==> config.mk <==
export PLATFORM = sky130hd
export DESIGN_NAME = riscv_dcache_tag
export DESIGN_NICKNAME = d
export VERILOG_FILES = /design/src/riscv_dcache_tag.sv
export SDC_FILE = /design/constraint.sdc
export NUM_CORES = 1
export LEC_CHECK = 0
export BUFFER_PORTS_ARGS = -buffer_cell sky130_fd_sc_hd__buf_2
export CAP_MARGIN = 20
export CORE_MARGIN = 4
export CORE_UTILIZATION = 34
export CTS_CLUSTER_DIAMETER = 200
export DETAILED_ROUTE_END_ITERATION = 12
export PLACE_DENSITY = 0.55
export SYNTH_ARGS = -nofsm -noshare
export SYNTH_HDL_FRONTEND = slang
export SYNTH_SLANG_ARGS = --single-unit
export TNS_END_PERCENT = 20
==> constraint.sdc <==
create_clock -name i_riscv_dcache_clk -period 5.33 [get_ports i_riscv_dcache_clk]
set_input_delay 1.066 -clock i_riscv_dcache_clk [delete_from_list [all_inputs] [get_ports i_riscv_dcache_clk]]
set_output_delay 1.066 -clock i_riscv_dcache_clk [all_outputs]
set_load 0.01 [all_outputs]
==> src/riscv_dcache_tag.sv <==
`timescale 1ns/1ps

module riscv_dcache_tag #(
  parameter int INDEX = 6,
  parameter int TAG   = 4
) (
  input  logic             i_riscv_dcache_clk,
  input  logic             i_riscv_dcache_rst,
  input  logic [INDEX-1:0] i_index,
  input  logic [TAG-1:0]   i_tag,
  input  logic             i_set_valid,
  input  logic             i_set_dirty,
  input  logic             i_replace_tag,
  output logic             o_hit,
  output logic             o_dirty,
  output logic [TAG-1:0]   o_victim_tag
);

  localparam int DEPTH = 2 ** INDEX;

  logic [TAG-1:0]   tag_mem [DEPTH];
  logic [DEPTH-1:0] valid;
  logic [DEPTH-1:0] dirty;

  // lookup is combinational
  assign o_victim_tag = tag_mem[i_index];
  assign o_hit        = valid[i_index] && (tag_mem[i_index] == i_tag);
  assign o_dirty      = valid[i_index] && dirty[i_index];

  always_ff @(posedge i_riscv_dcache_clk)
  begin
    if (i_replace_tag)
      tag_mem[i_index] <= i_tag;
  end

  // status bits per set
  always_ff @(posedge i_riscv_dcache_clk or posedge i_riscv_dcache_rst)
  begin
    if (i_riscv_dcache_rst)
    begin
      valid <= '0;
      dirty <= '0;
    end
    else if (i_replace_tag)
    begin
      valid[i_index] <= i_set_valid;
      dirty[i_index] <= i_set_dirty;
    end
    else if (i_set_dirty)
      dirty[i_index] <= 1'b1;
  end

endmodule

# After elaboration in Yosys (flattened, before gate mapping)
# Memory sizes are Yosys's and may differ from the RTL's.
# Index checks and enable logic that the tools add are counted.
# Widths: inputs -> output; s select.
# totals
in_bits	15
ff_bits	128
memories	1
mem_bits_rw	256
# op_classes
bitwise	1
muxes	12
n_eq_ne	1
magnitude_cmp	2
reduce_logical	4
# memory_table
name	words	word_bits	read_ports	rd_clocked_by_memory_dff	write_ports	line_no	rtl
tag_mem	64	4	1	0	1	21	logic [TAG-1:0] tag_mem [DEPTH];
# ops
op	count
$bwmux 64	2
$mux 64	2
$or 64x64->64	1
$bmux 1 s6	2
$lt 6x7->1 const B	1
$demux 1 s6	1
$ge 6x1->1 const B	1
$mux 1	5
$eq 4x4->1	1
$logic_and 1x1->1	3
$reduce_bool 2->1	1

# Logic depth before layout (Yosys ltp)
# depth
ltp_word	7
mapped_depth	11
ltp_nobuf	7

# Worst setup path after synthesis
# Ideal clock, no wire load.
# synth_timing
path_type	in2out
startpoint	in i_index[2]
endpoint	out o_hit
arrival_ns	3.225
path_stages	9
n_path_buf	3
slack_ns	1.039
cell_sequence	buf_2 -> buf_2 -> buf_2 -> mux4_2 -> a22oi_1 -> o211ai_1 -> a221o_1 -> xor2_1 -> nor4_2
# synth_via
elab_chain_cells	3
# synth_lines
element	line_no	rtl
start: declaration	9	input logic [INDEX-1:0] i_index,
$mem_v2 64x4	--	
named net o_victim_tag[2]	16	output logic [TAG-1:0] o_victim_tag
$eq 4x4->1	27	assign o_hit = valid[i_index] && (tag_mem[i_index] == i_tag);
$logic_and 1x1->1	27	
end: declaration	14	output logic o_hit,
# The timed path passes the listed nets, and every way through them passes these cells. The select of a mux whose other input is x is not followed.

# Worst setup path in the final report
# layout_timing
startpoint	in i_index[0]
endpoint	out o_hit
# layout_via
elab_chain_cells	3
# layout_lines
element	line_no
$mem_v2 64x4 / $bmux 1 s6 (equally long branches)	--
$eq 4x4->1 / $mux 1 (equally long branches)	27
$logic_and 1x1->1 (*)	27
# Mark *: on every way between the ends. The rest lies on a longest branch, timed or not. The select of a mux whose other input is x is not followed.

==> metrics <==
run status complete, no violations; number of synthesized flops with an enable pin 256; FF-to-FF path depth 1; Syn-to-layout area delta 14.68%; Critical Path Fanout Max 25; asr flop ratio synth 33.33%; I/O pin cnt 21; Core Rows a little under 80; power per cell area 364.3 nW/um2; Final Wtd Congestion between 0.9 and 1; die area about 50000 um2; Die Ht about 230 um; mean area per synthesized cell ~16 um2; vias in the first global route approximately 9700; worst min path class reg2reg; clock root buffer master clkbuf_16; CORE AREA roughly 47000 um2; RSZ-0062 raised after global routing false; Setup crit start kind input port; post-synth cell types 62; Resized Gates After CTS 0; Setup TNS 0 ns; antenna viol nets, final 0; Post-DP HPWL just over 30000 um; minimum clock period about 5.2 ns; total grt overflow 0; Worst R2R End valid[23]; Worst-Margin Slew about 1.0 ns; post-CTS setup buffers 0; ys flop type edfxtp_1; CTS Sinks ~380; end of the worst hold path valid[62]; worst relative slew slack between 30% and 40%; CTS tree done; Peak VDD IR 0.2007 mV; Max clock buf depth 3; Vias/cell 5.627; critical path data arrival time 4.15 ns; Initial Utilization roughly a third; largest area contributor in the netlist edfxtp_1; first-pass GRT wire length between 60000 and 70000 um; max cap viols 0; die extent in x about 230 um; Core Util, Final about two fifths; Antenna Cells 0; CTS buffer count between 40 and 50; Post-Syn Area 16030 um2; #FFs+latches synth about 380; WP data required roughly 4.3 ns; Tot Pwr between 6 and 7 mW; violation count after the first detailed-route iteration between 1000 and 1500; Avg WL per Cell about 27 um; RR Startpoint valid[23]; Hold Startpoint valid[62]; dominant cell by count in the synthesized netlist edfxtp_1; worst reg2reg setup slack about 4.5 ns; top cells by area, synth edfxtp_1 (48%), dfrtp_1 (20%), mux4_2 (7.9%); largest net degree at the start of global routing 92; H-tree lvl count 2; share of the synthesized area in the top cell type between 40% and 50%; final net count about 1100; Vias about 9700; DR pass1 iterations 5; port bufs 20; Net Count, Synth 1046; DRC violations left 0; most frequent cells after synthesis edfxtp_1 (256), dfrtp_1 (128), o21ai_0 (117); register area share after synthesis 67.92%; critical path endpoint category output pin; setup violators final 0; fin. max-slew vios 0; Syn. warnings 0; hold path depth 1; hold slack final between 0.5 and 0.6 ns; number of fill cells in the layout between 4000 and 5000; Post-Syn Instances 1031; Final period util a little under 100%; initial antenna violation count 2; Reg clk slew, reported paths approximately 0.060 ns; CP Class in2out; number of hold violations in the final report 0; Skew-Pair Late Insertion Delay about 0.54 ns; Fmax 191.8 MHz; Total GRT Usage a little under a fifth; layout cells sized above 1 a little over a quarter; DRT Wirelength around 46000 um; Hold Buf Count CTS 0; Layout Skew 0 ns; static leakage 6.651 nW
-- cells in the final DEF (no fill, tap or decap), types with 4 or more instances in the layout --
master / count
nor2_1: 61
buf_12: 7
nand2_1: 42
o211ai_1: 4
o21ai_0: 117
and3b_1: 6
o22ai_1: 7
a21oi_1: 9
mux4_2: 56
clkinv_1: 4
inv_1: 12
nor3_1: 5
clkbuf_1: 10
a221o_1: 5
a22o_1: 15
edfxtp_1: 256
a31oi_1: 5
clkinv_2: 9
buf_4: 65
and3_1: 5
dfrtp_1: 128
clkbuf_8: 4
clkbuf_16: 41
mux2i_1: 25
nor2b_1: 7
a221oi_1: 14
mux2_2: 78
a22oi_1: 30
nand3_1: 7
buf_2: 18
-- registers in the layout, indices dropped and copies added, names as in the netlist --
signal   count
valid       64
tag_mem    256
dirty       64
-- metrics by stage --
| step | setup slack [ns] | cells | instance area [um2] |
|---|---|---|---|
| final | 0.1161 | 1723 | 18390 |
| after global placement | 0.1548 | 1649 | 17130 |
| after detailed placement | 0.1449 | 1650 | 17150 |
| after CTS | 0.1425 | 1723 | 18390 |
| after global routing | 0.05288 | 1723 | 18390 |
| after floorplan | 0.8514 | 1031 | 16030 |
-- where the power goes --
part | leakage, nW | switching [mW] | internal [mW]
clock network | 0.606 | 1.14 | 1.52
registers | 3.97 | 0.0926 | 3.36
logic | 2.07 | 0.339 | 0.249
total | 6.65 | 1.57 | 5.13
-- kinds of logic (layout without fill, tap and decap cells) --
family | count (synthesis) | count (layout) | synth area share [%]
AND/OR/NAND/NOR | 158 | 158 | 4.815
XOR/XNOR | 3 | 3 | 0.1639
AO/OA/AOI/OAI | 234 | 234 | 9.403
multiplexers | 160 | 160 | 15.07
flip-flops | 384 | 384 | 67.92
buffers and inverters | 92 | 177 | 2.630
-- final cells by class --
type,instances,area [um2],area share [%]
flip-flops and latches,384,10890,59.23
clock inverters,18,121.4,0.6600
inverters,14,57.56,0.3130
repair buffers,90,718.2,3.906
multi-input cells,555,4722,25.68
well taps,607,759.5,4.130
clock buffers,55,1119,6.083
-- critical path, cell delays in order --
cell and delay [ns]:
buf_4 0.42, mux4_2 0.58, mux2i_1 0.32, o22ai_1 0.14, a311o_1 0.28, or4_4 0.42
xor2_1 0.16, nor4_2 0.49, buf_2 0.24
-- worst max path at each step --
stage | from | endpoint | slack, ns | cells after the start
5_1_grt | i_index[0] | o_hit | 0.05 | 9
3_5_place_dp | i_index[0] | o_hit | 0.14 | 9
3_3_place_gp | i_index[0] | o_hit | 0.15 | 9
4_1_cts | i_index[0] | o_hit | 0.14 | 9
2_1_floorplan | i_riscv_dcache_rst | dirty[0] | 0.85 | 1
6_report | i_index[0] | o_hit | 0.12 | 9
-- per-layer routing --
layer  vias to the layer above  routed length [um]  GRT usage (%)
met1                      5053               20190          26.32
met2                       412               20390          26.77
met5                         -                  22              0
met3                        86                3744          4.572
li1                       4141                   -              -
met4                         4                1544          5.520
No activity file was read; power rests on OpenSTA's default activity.
