### src/riscv_dcache_pkg.sv
package riscv_dcache_pkg;

  // width of one cache line in bits
  localparam int LINE_BITS = 128;

  // one cache line, seen as bytes for store merge and as doublewords for loads
  typedef union packed {
    logic [LINE_BITS/8-1:0][7:0]   bytes;
    logic [LINE_BITS/64-1:0][63:0] dwords;
  } line_u;

  typedef enum logic [1:0] {
    SIZE_BYTE  = 2'b00,
    SIZE_HALF  = 2'b01,
    SIZE_WORD  = 2'b10,
    SIZE_DWORD = 2'b11
  } store_size_e;

  // funct5 codes of the A extension
  typedef enum logic [4:0] {
    AMO_ADD  = 5'b00000,
    AMO_SWAP = 5'b00001,
    AMO_XOR  = 5'b00100,
    AMO_OR   = 5'b01000,
    AMO_AND  = 5'b01100,
    AMO_MIN  = 5'b10000,
    AMO_MAX  = 5'b10100,
    AMO_MINU = 5'b11000,
    AMO_MAXU = 5'b11100
  } amo_op_e;

  typedef enum logic [2:0] {
    IDLE,
    WRITE_BACK,
    REFILL,
    AMO_READ,
    AMO_WRITE
  } dcache_state_e;

endpackage

### src/riscv_dcache_amo.sv
`timescale 1ns/1ps

module riscv_dcache_amo (
  input  logic                     i_enable,
  input  riscv_dcache_pkg::amo_op_e i_op,
  input  logic                     i_dword,
  input  logic [63:0]              i_rs1,
  input  logic [63:0]              i_rs2,
  output logic [63:0]              o_result
);
  import riscv_dcache_pkg::*;

  logic [63:0] op_a;
  logic [63:0] op_b;
  logic [63:0] raw;
  logic        lt_signed;
  logic        lt_unsigned;

  // word operands sign extended so one comparator serves both widths
  assign op_a = i_dword ? i_rs1 : {{32{i_rs1[31]}}, i_rs1[31:0]};
  assign op_b = i_dword ? i_rs2 : {{32{i_rs2[31]}}, i_rs2[31:0]};

  assign lt_signed   = $signed(op_a) < $signed(op_b);
  assign lt_unsigned = op_a < op_b;

  always_comb
  begin
    case (i_op)
      AMO_ADD:  raw = op_a + op_b;
      AMO_SWAP: raw = op_b;
      AMO_XOR:  raw = op_a ^ op_b;
      AMO_OR:   raw = op_a | op_b;
      AMO_AND:  raw = op_a & op_b;
      AMO_MIN:  raw = lt_signed ? op_a : op_b;
      AMO_MAX:  raw = lt_signed ? op_b : op_a;
      AMO_MINU: raw = lt_unsigned ? op_a : op_b;
      AMO_MAXU: raw = lt_unsigned ? op_b : op_a;
      default:  raw = '0;
    endcase
  end

  always_comb
  begin
    if (!i_enable)
      o_result = '0;
    else if (i_dword)
      o_result = raw;
    else
      o_result = {{32{raw[31]}}, raw[31:0]};
  end

endmodule

### config.mk
export PLATFORM = sky130hd
export DESIGN_NAME = riscv_dcache_amo
export DESIGN_NICKNAME = d
export VERILOG_FILES = /design/src/riscv_dcache_pkg.sv /design/src/riscv_dcache_amo.sv
export SDC_FILE = /design/constraint.sdc
export NUM_CORES = 1
export LEC_CHECK = 0
export BUFFER_PORTS_ARGS = -buffer_cell sky130_fd_sc_hd__buf_4
export CAP_MARGIN = 5
export CELL_PAD_IN_SITES_DETAIL_PLACEMENT = 0
export CELL_PAD_IN_SITES_GLOBAL_PLACEMENT = 1
export CORE_AREA = 2 2 166 168
export DETAILED_ROUTE_END_ITERATION = 12
export DIE_AREA = 0 0 168 170
export PLACE_DENSITY = 0.87
export SETUP_SLACK_MARGIN = 0.5
export SYNTH_ARGS = -nofsm -noshare
export SYNTH_HDL_FRONTEND = slang
export SYNTH_SLANG_ARGS = --single-unit
export TNS_END_PERCENT = 10
### constraint.sdc
create_clock -name vclk -period 5.5
set_input_delay 0.55 -clock vclk [all_inputs]
set_output_delay 0.55 -clock vclk [all_outputs]
set_load 0.05 [all_outputs]
* Word-level counts from Yosys, hierarchy flattened
Index checks and enable logic that the tools add are counted.
** Storage, ports and cells
- Bits in registers :: 0
- Bits of input ports :: 135
- Output and inout port bits :: 64
- Logic and storage cells :: 24
** Operators by class
- $add $sub $neg :: 1
- Order comparisons :: 2
- Eq/ne operators :: 8
- Multiplexer cells :: 9
- Bitwise gates (word level) :: 3
- Reductions and logical operators :: 1
** Operators by type and width (count)
- one-hot mux 64 bit (9 select lines) :: 1
- 2-to-1 mux 64 bit :: 8
- < comparator 64 bit :: 2
- adder 64 bit :: 1
- AND 64 bit :: 1
- OR 64 bit :: 1
- XOR 64 bit :: 1
- == test 5 bit, second input constant :: 4
- == test 5 x 4 -> 1 bit, second input constant :: 2
- == test 5 x 1 -> 1 bit, second input constant :: 1
- == test 5 x 3 -> 1 bit, second input constant :: 1
- logical NOT 5 bit :: 1

* Logic depth before layout (Yosys ltp)
- Depth after elaboration :: 6
- Mapped depth :: 21
- Gate-level depth less buffers :: 16

* Worst setup path before layout
OpenSTA, ideal clock, no wires.
- Path kind :: input -> output
- Start :: input i_dword
- End :: output o_result[60]
- Data arrival time :: 5489 ps
- Data required time :: 4950 ps
- Setup slack :: -539 ps
- Cell stages on the path :: 21
- Path buffers :: 7
- Cell sequence :: clkbuf_1 > nor2_1 > clkbuf_1 > buf_1 > clkbuf_1 > a21oi_1 > ha_1 > buf_2 > nor3_2 > nor4b_2 > nand4_1 > or3_1 > nor2_1 > a21oi_4 > xnor3_2 > or2_1 > buf_2 > buf_6 > o21ai_1 > a21oi_1 > a21oi_1
** Between the ends
- Cells in the longest elaborated chain, start to end :: 6
- Elaborated cells on any way between the ends :: 15
- Those cells by class :: 1 x add/sub; 2 x order compare; 9 x mux; 3 x bitwise
** RTL lines
- start, declared :: RTL line riscv_dcache_amo.sv:6 : input logic i_dword,
- 2-to-1 mux 64 bit, on equally long branches :: RTL line riscv_dcache_amo.sv:20, riscv_dcache_amo.sv:21
- < comparator 64 bit, on equally long branches :: RTL line riscv_dcache_amo.sv:24, riscv_dcache_amo.sv:23
- 2-to-1 mux 64 bit, on equally long branches
- one-hot mux 64 bit (9 select lines) :: RTL line riscv_dcache_amo.sv:28 : case (i_op)
- 2-to-1 mux 64 bit * :: RTL line riscv_dcache_amo.sv:46 : else if (i_dword)
- 2-to-1 mux 64 bit * :: RTL line riscv_dcache_amo.sv:44 : if (!i_enable)
- end, declared :: RTL line riscv_dcache_amo.sv:9 : output logic [63:0] o_result
Every way passes the cells marked *; elsewhere a longest branch is shown, timed or not.

* Worst setup path after layout
- Start :: input i_rs2[31]
- End :: output o_result[36]
** Between the ends
- Cells in the longest elaborated chain, start to end :: 6
- Elaborated cells on any way between the ends :: 14
- Those cells by class :: 1 x add/sub; 2 x order compare; 8 x mux; 3 x bitwise
** RTL lines
- start, declared :: RTL line riscv_dcache_amo.sv:8 : input logic [63:0] i_rs2,
- 2-to-1 mux 64 bit * :: RTL line riscv_dcache_amo.sv:21 : assign op_b = i_dword ? i_rs2 : {{32{i_rs2[31]}}, i_rs2[31:0]};
- < comparator 64 bit, on equally long branches :: RTL line riscv_dcache_amo.sv:24, riscv_dcache_amo.sv:23
- 2-to-1 mux 64 bit, on equally long branches
- one-hot mux 64 bit (9 select lines) * :: RTL line riscv_dcache_amo.sv:28
- 2-to-1 mux 64 bit * :: RTL line riscv_dcache_amo.sv:46
- 2-to-1 mux 64 bit * :: RTL line riscv_dcache_amo.sv:44
Marks and branches as above.

==> flow_metrics.env <==
export IMPL_synthCells=1495
export IMPL_seq_area_sq_um=0
export IMPL_drive_gt1_share_pct=30.8
export IMPL_period_share_pct=92.0
export IMPL_die_w_um=168
export IMPL_max_stage_delay_ns=0.43
export IMPL_crit_slowest_cell="a2111oi_4"
export IMPL_num_rows=60
export IMPL_wire_per_inst_um=20.6
export IMPL_worst_setup_path_end_kind="output pin"
export IMPL_antenna_found_initial=0
export IMPL_grt_pass1_vias=11800
export IMPL_slew_violations=0
export IMPL_power_frac_seq_pct=0
export IMPL_p_int_w=0.000665
export IMPL_period_needed_ns=5.06
export IMPL_clockPowerShare_pct=0
export IMPL_start_kind="input pin"
export IMPL_slew_headroom_pct=26.0
export IMPL_setup_viol=0
export IMPL_syn_area_sq_mm=0.00978
export IMPL_fmax_mhz=198
export IMPL_ant_nets=0
export IMPL_drt_wl_total_mm=42.0
export IMPL_io_pins=199
export IMPL_ys_seq_area_share_pct=0
export IMPL_drt_pass1_iterations=6
export IMPL_drv_cap=0
export IMPL_synth_distinct_cells=79
export IMPL_port_buffers=199
export IMPL_num_antenna_cells=0
export IMPL_syn_avg_cell_area_sq_um=6.54
export IMPL_drcViolationCount=0
export IMPL_min_from="i_rs2[32]"
export IMPL_rsz0062_at_grt="yes"
export IMPL_start_util_pct=36.7
export IMPL_n_clock_buffer=0
export IMPL_crit_type="input pin to output pin"
export IMPL_core_area_sq_mm=0.0267
export IMPL_swShare_pct=58.9
export IMPL_hold_violations=0
export IMPL_routabilityCongestion=0.928
export IMPL_whs_ns=1.49
export IMPL_layout_nets=2024
export IMPL_power_leakage_nw=6.19
export IMPL_cts_hold_buffers=0
export IMPL_grt_overflow=0
export IMPL_synth_nets=1823
export IMPL_combPwrFrac_pct=100.0
export IMPL_grt_pass1_wl_mm=62.7
export IMPL_required_ns=4.95
export IMPL_area_growth_pct=41.5
export IMPL_vias_per_cell=5.96
export IMPL_yosys_warnings=0
export IMPL_worstPathBufferInverterCount=8
export IMPL_peakVddDrop_v=0.0000760
export IMPL_grt_start_max_net_pins=64
export IMPL_worst_path_max_fanout=9
export IMPL_grt_usage_pct=26.6
export IMPL_cp_top_family="compound AO/OA/AOI/OAI gates"
export IMPL_status="finished, final reports clean"
export IMPL_startpoint="i_rs2[31]"
export IMPL_pwr_density_cell_mw_per_mm2=117
export IMPL_worst_pin_slew_ns=1.11
export IMPL_cp_cell_sequence="buf_8 > clkinvlp_4 > nor2_4 > buf_12 > buf_12 > a21oi_4 > ha_4 > nor2_2 > a221oi_2 > o21bai_2 > a2111oi_4 > o221ai_4 > a21oi_4 > buf_6 > xnor3_2 > buf_6 > nor2_4 > buf_4 > a22oi_1 > a21oi_4 > buf_6"
export IMPL_cp_arrival_ns=4.51
export IMPL_vias=12100
export IMPL_fin_setup_tns_ns=0
export IMPL_die_h_um=170
export IMPL_p_switching_w=0.000953
export IMPL_die_area_sq_mm=0.0286
export IMPL_dp_hpwl_mm=30.1
export IMPL_hold_path_class="input pin to output pin"
export IMPL_drt_iter0_markers=1039
export IMPL_nFlopsAndLatches=0
power by group through the flow:
stage	clock network (W)	registers, W	logic (W)
after global placement	0	0	0.00138
after detailed placement	0	0	0.00139
after global routing	0	0	0.00174
after CTS	0	0	0.00145
final	0	0	0.00162
after floorplan	0	0	0.000938
synthesized netlist by cell type, drive strengths merged, types with 20 or more instances:
library cell | number | share of area (%)
buf | 42 | 2.3
clkbuf | 71 | 2.7
nor2 | 144 | 5.6
xnor2 | 43 | 3.9
a221oi | 73 | 7.3
nand2 | 127 | 4.9
a21oi | 208 | 11
o21bai | 25 | 1.9
inv | 163 | 6.3
o211ai | 24 | 2.0
ha | 192 | 25
nand4 | 24 | 1.5
nor3 | 20 | 1.1
o21ai | 72 | 3.7
final cells by class:
class / count / area, sq um
fillers: 2640 / 12800
multi-input cells: 1219 / 9960
repair buffers: 312 / 2840
inverters: 163 / 616
well taps: 341 / 427
final timing paths:
kind | to | slack, ns | cells after the start
worst max-delay path | o_result[36] | 0.44 | 21
worst min-delay path | o_result[32] | 1.49 | 4
cells by family (layout without fill, tap and decap cells):
kind of cell,after synthesis,count (layout),synth area share (%)
AOI/OAI and AO/OA,554,554,38.5
adders and majority gates,193,193,24.8
buffers and inverters,276,475,11.3
muxes,7,7,0.742
and+or+nand+nor,406,406,19.2
xor gates and xnor gates,59,59,5.44
timing repair:
| item | CTS | global route |
|---|---|---|
| setup buffers | 8 | 18 |
| setup endpoints to repair | 64 | 64 |
| gates cloned | 4 | 7 |
| gates resized for setup | 44 | 133 |
| pin swaps | 6 | 23 |
routing by layer:
layer,part of all wire (%),vias up,track usage (%)
li1,-,5775,-
met1,42,5785,34.5
met2,48,481,47.1
met3,6.1,85,1.60
met4,3.5,0,8.66
met5,0,-,0
metrics by stage:
step	utilization, %	instances	worst slack (ns)	power [W]	area, sq um
2_1_floorplan	-	1495	0.510	0.000938	10300
3_3_place_gp	46.6	1998	0.190	0.00138	12400
3_5_place_dp	46.6	1998	0.0363	0.00139	12400
4_1_cts	48.0	2010	0.376	0.00145	12800
5_1_grt	51.9	2035	0.320	0.00174	13800
6_report	51.9	2035	0.438	0.00162	13800
layout by cell type (no fill, tap or decap), drive strengths merged, types with 20 or more instances in the layout:
cell    count
a21oi     208
a221oi     73
buf       304
ha        192
inv       162
nand2     127
nand4      24
nor2      144
nor3       20
o211ai     24
o21ai      72
o21bai     25
xnor2      43
Note: power is estimated with default switching activity, not from simulation.
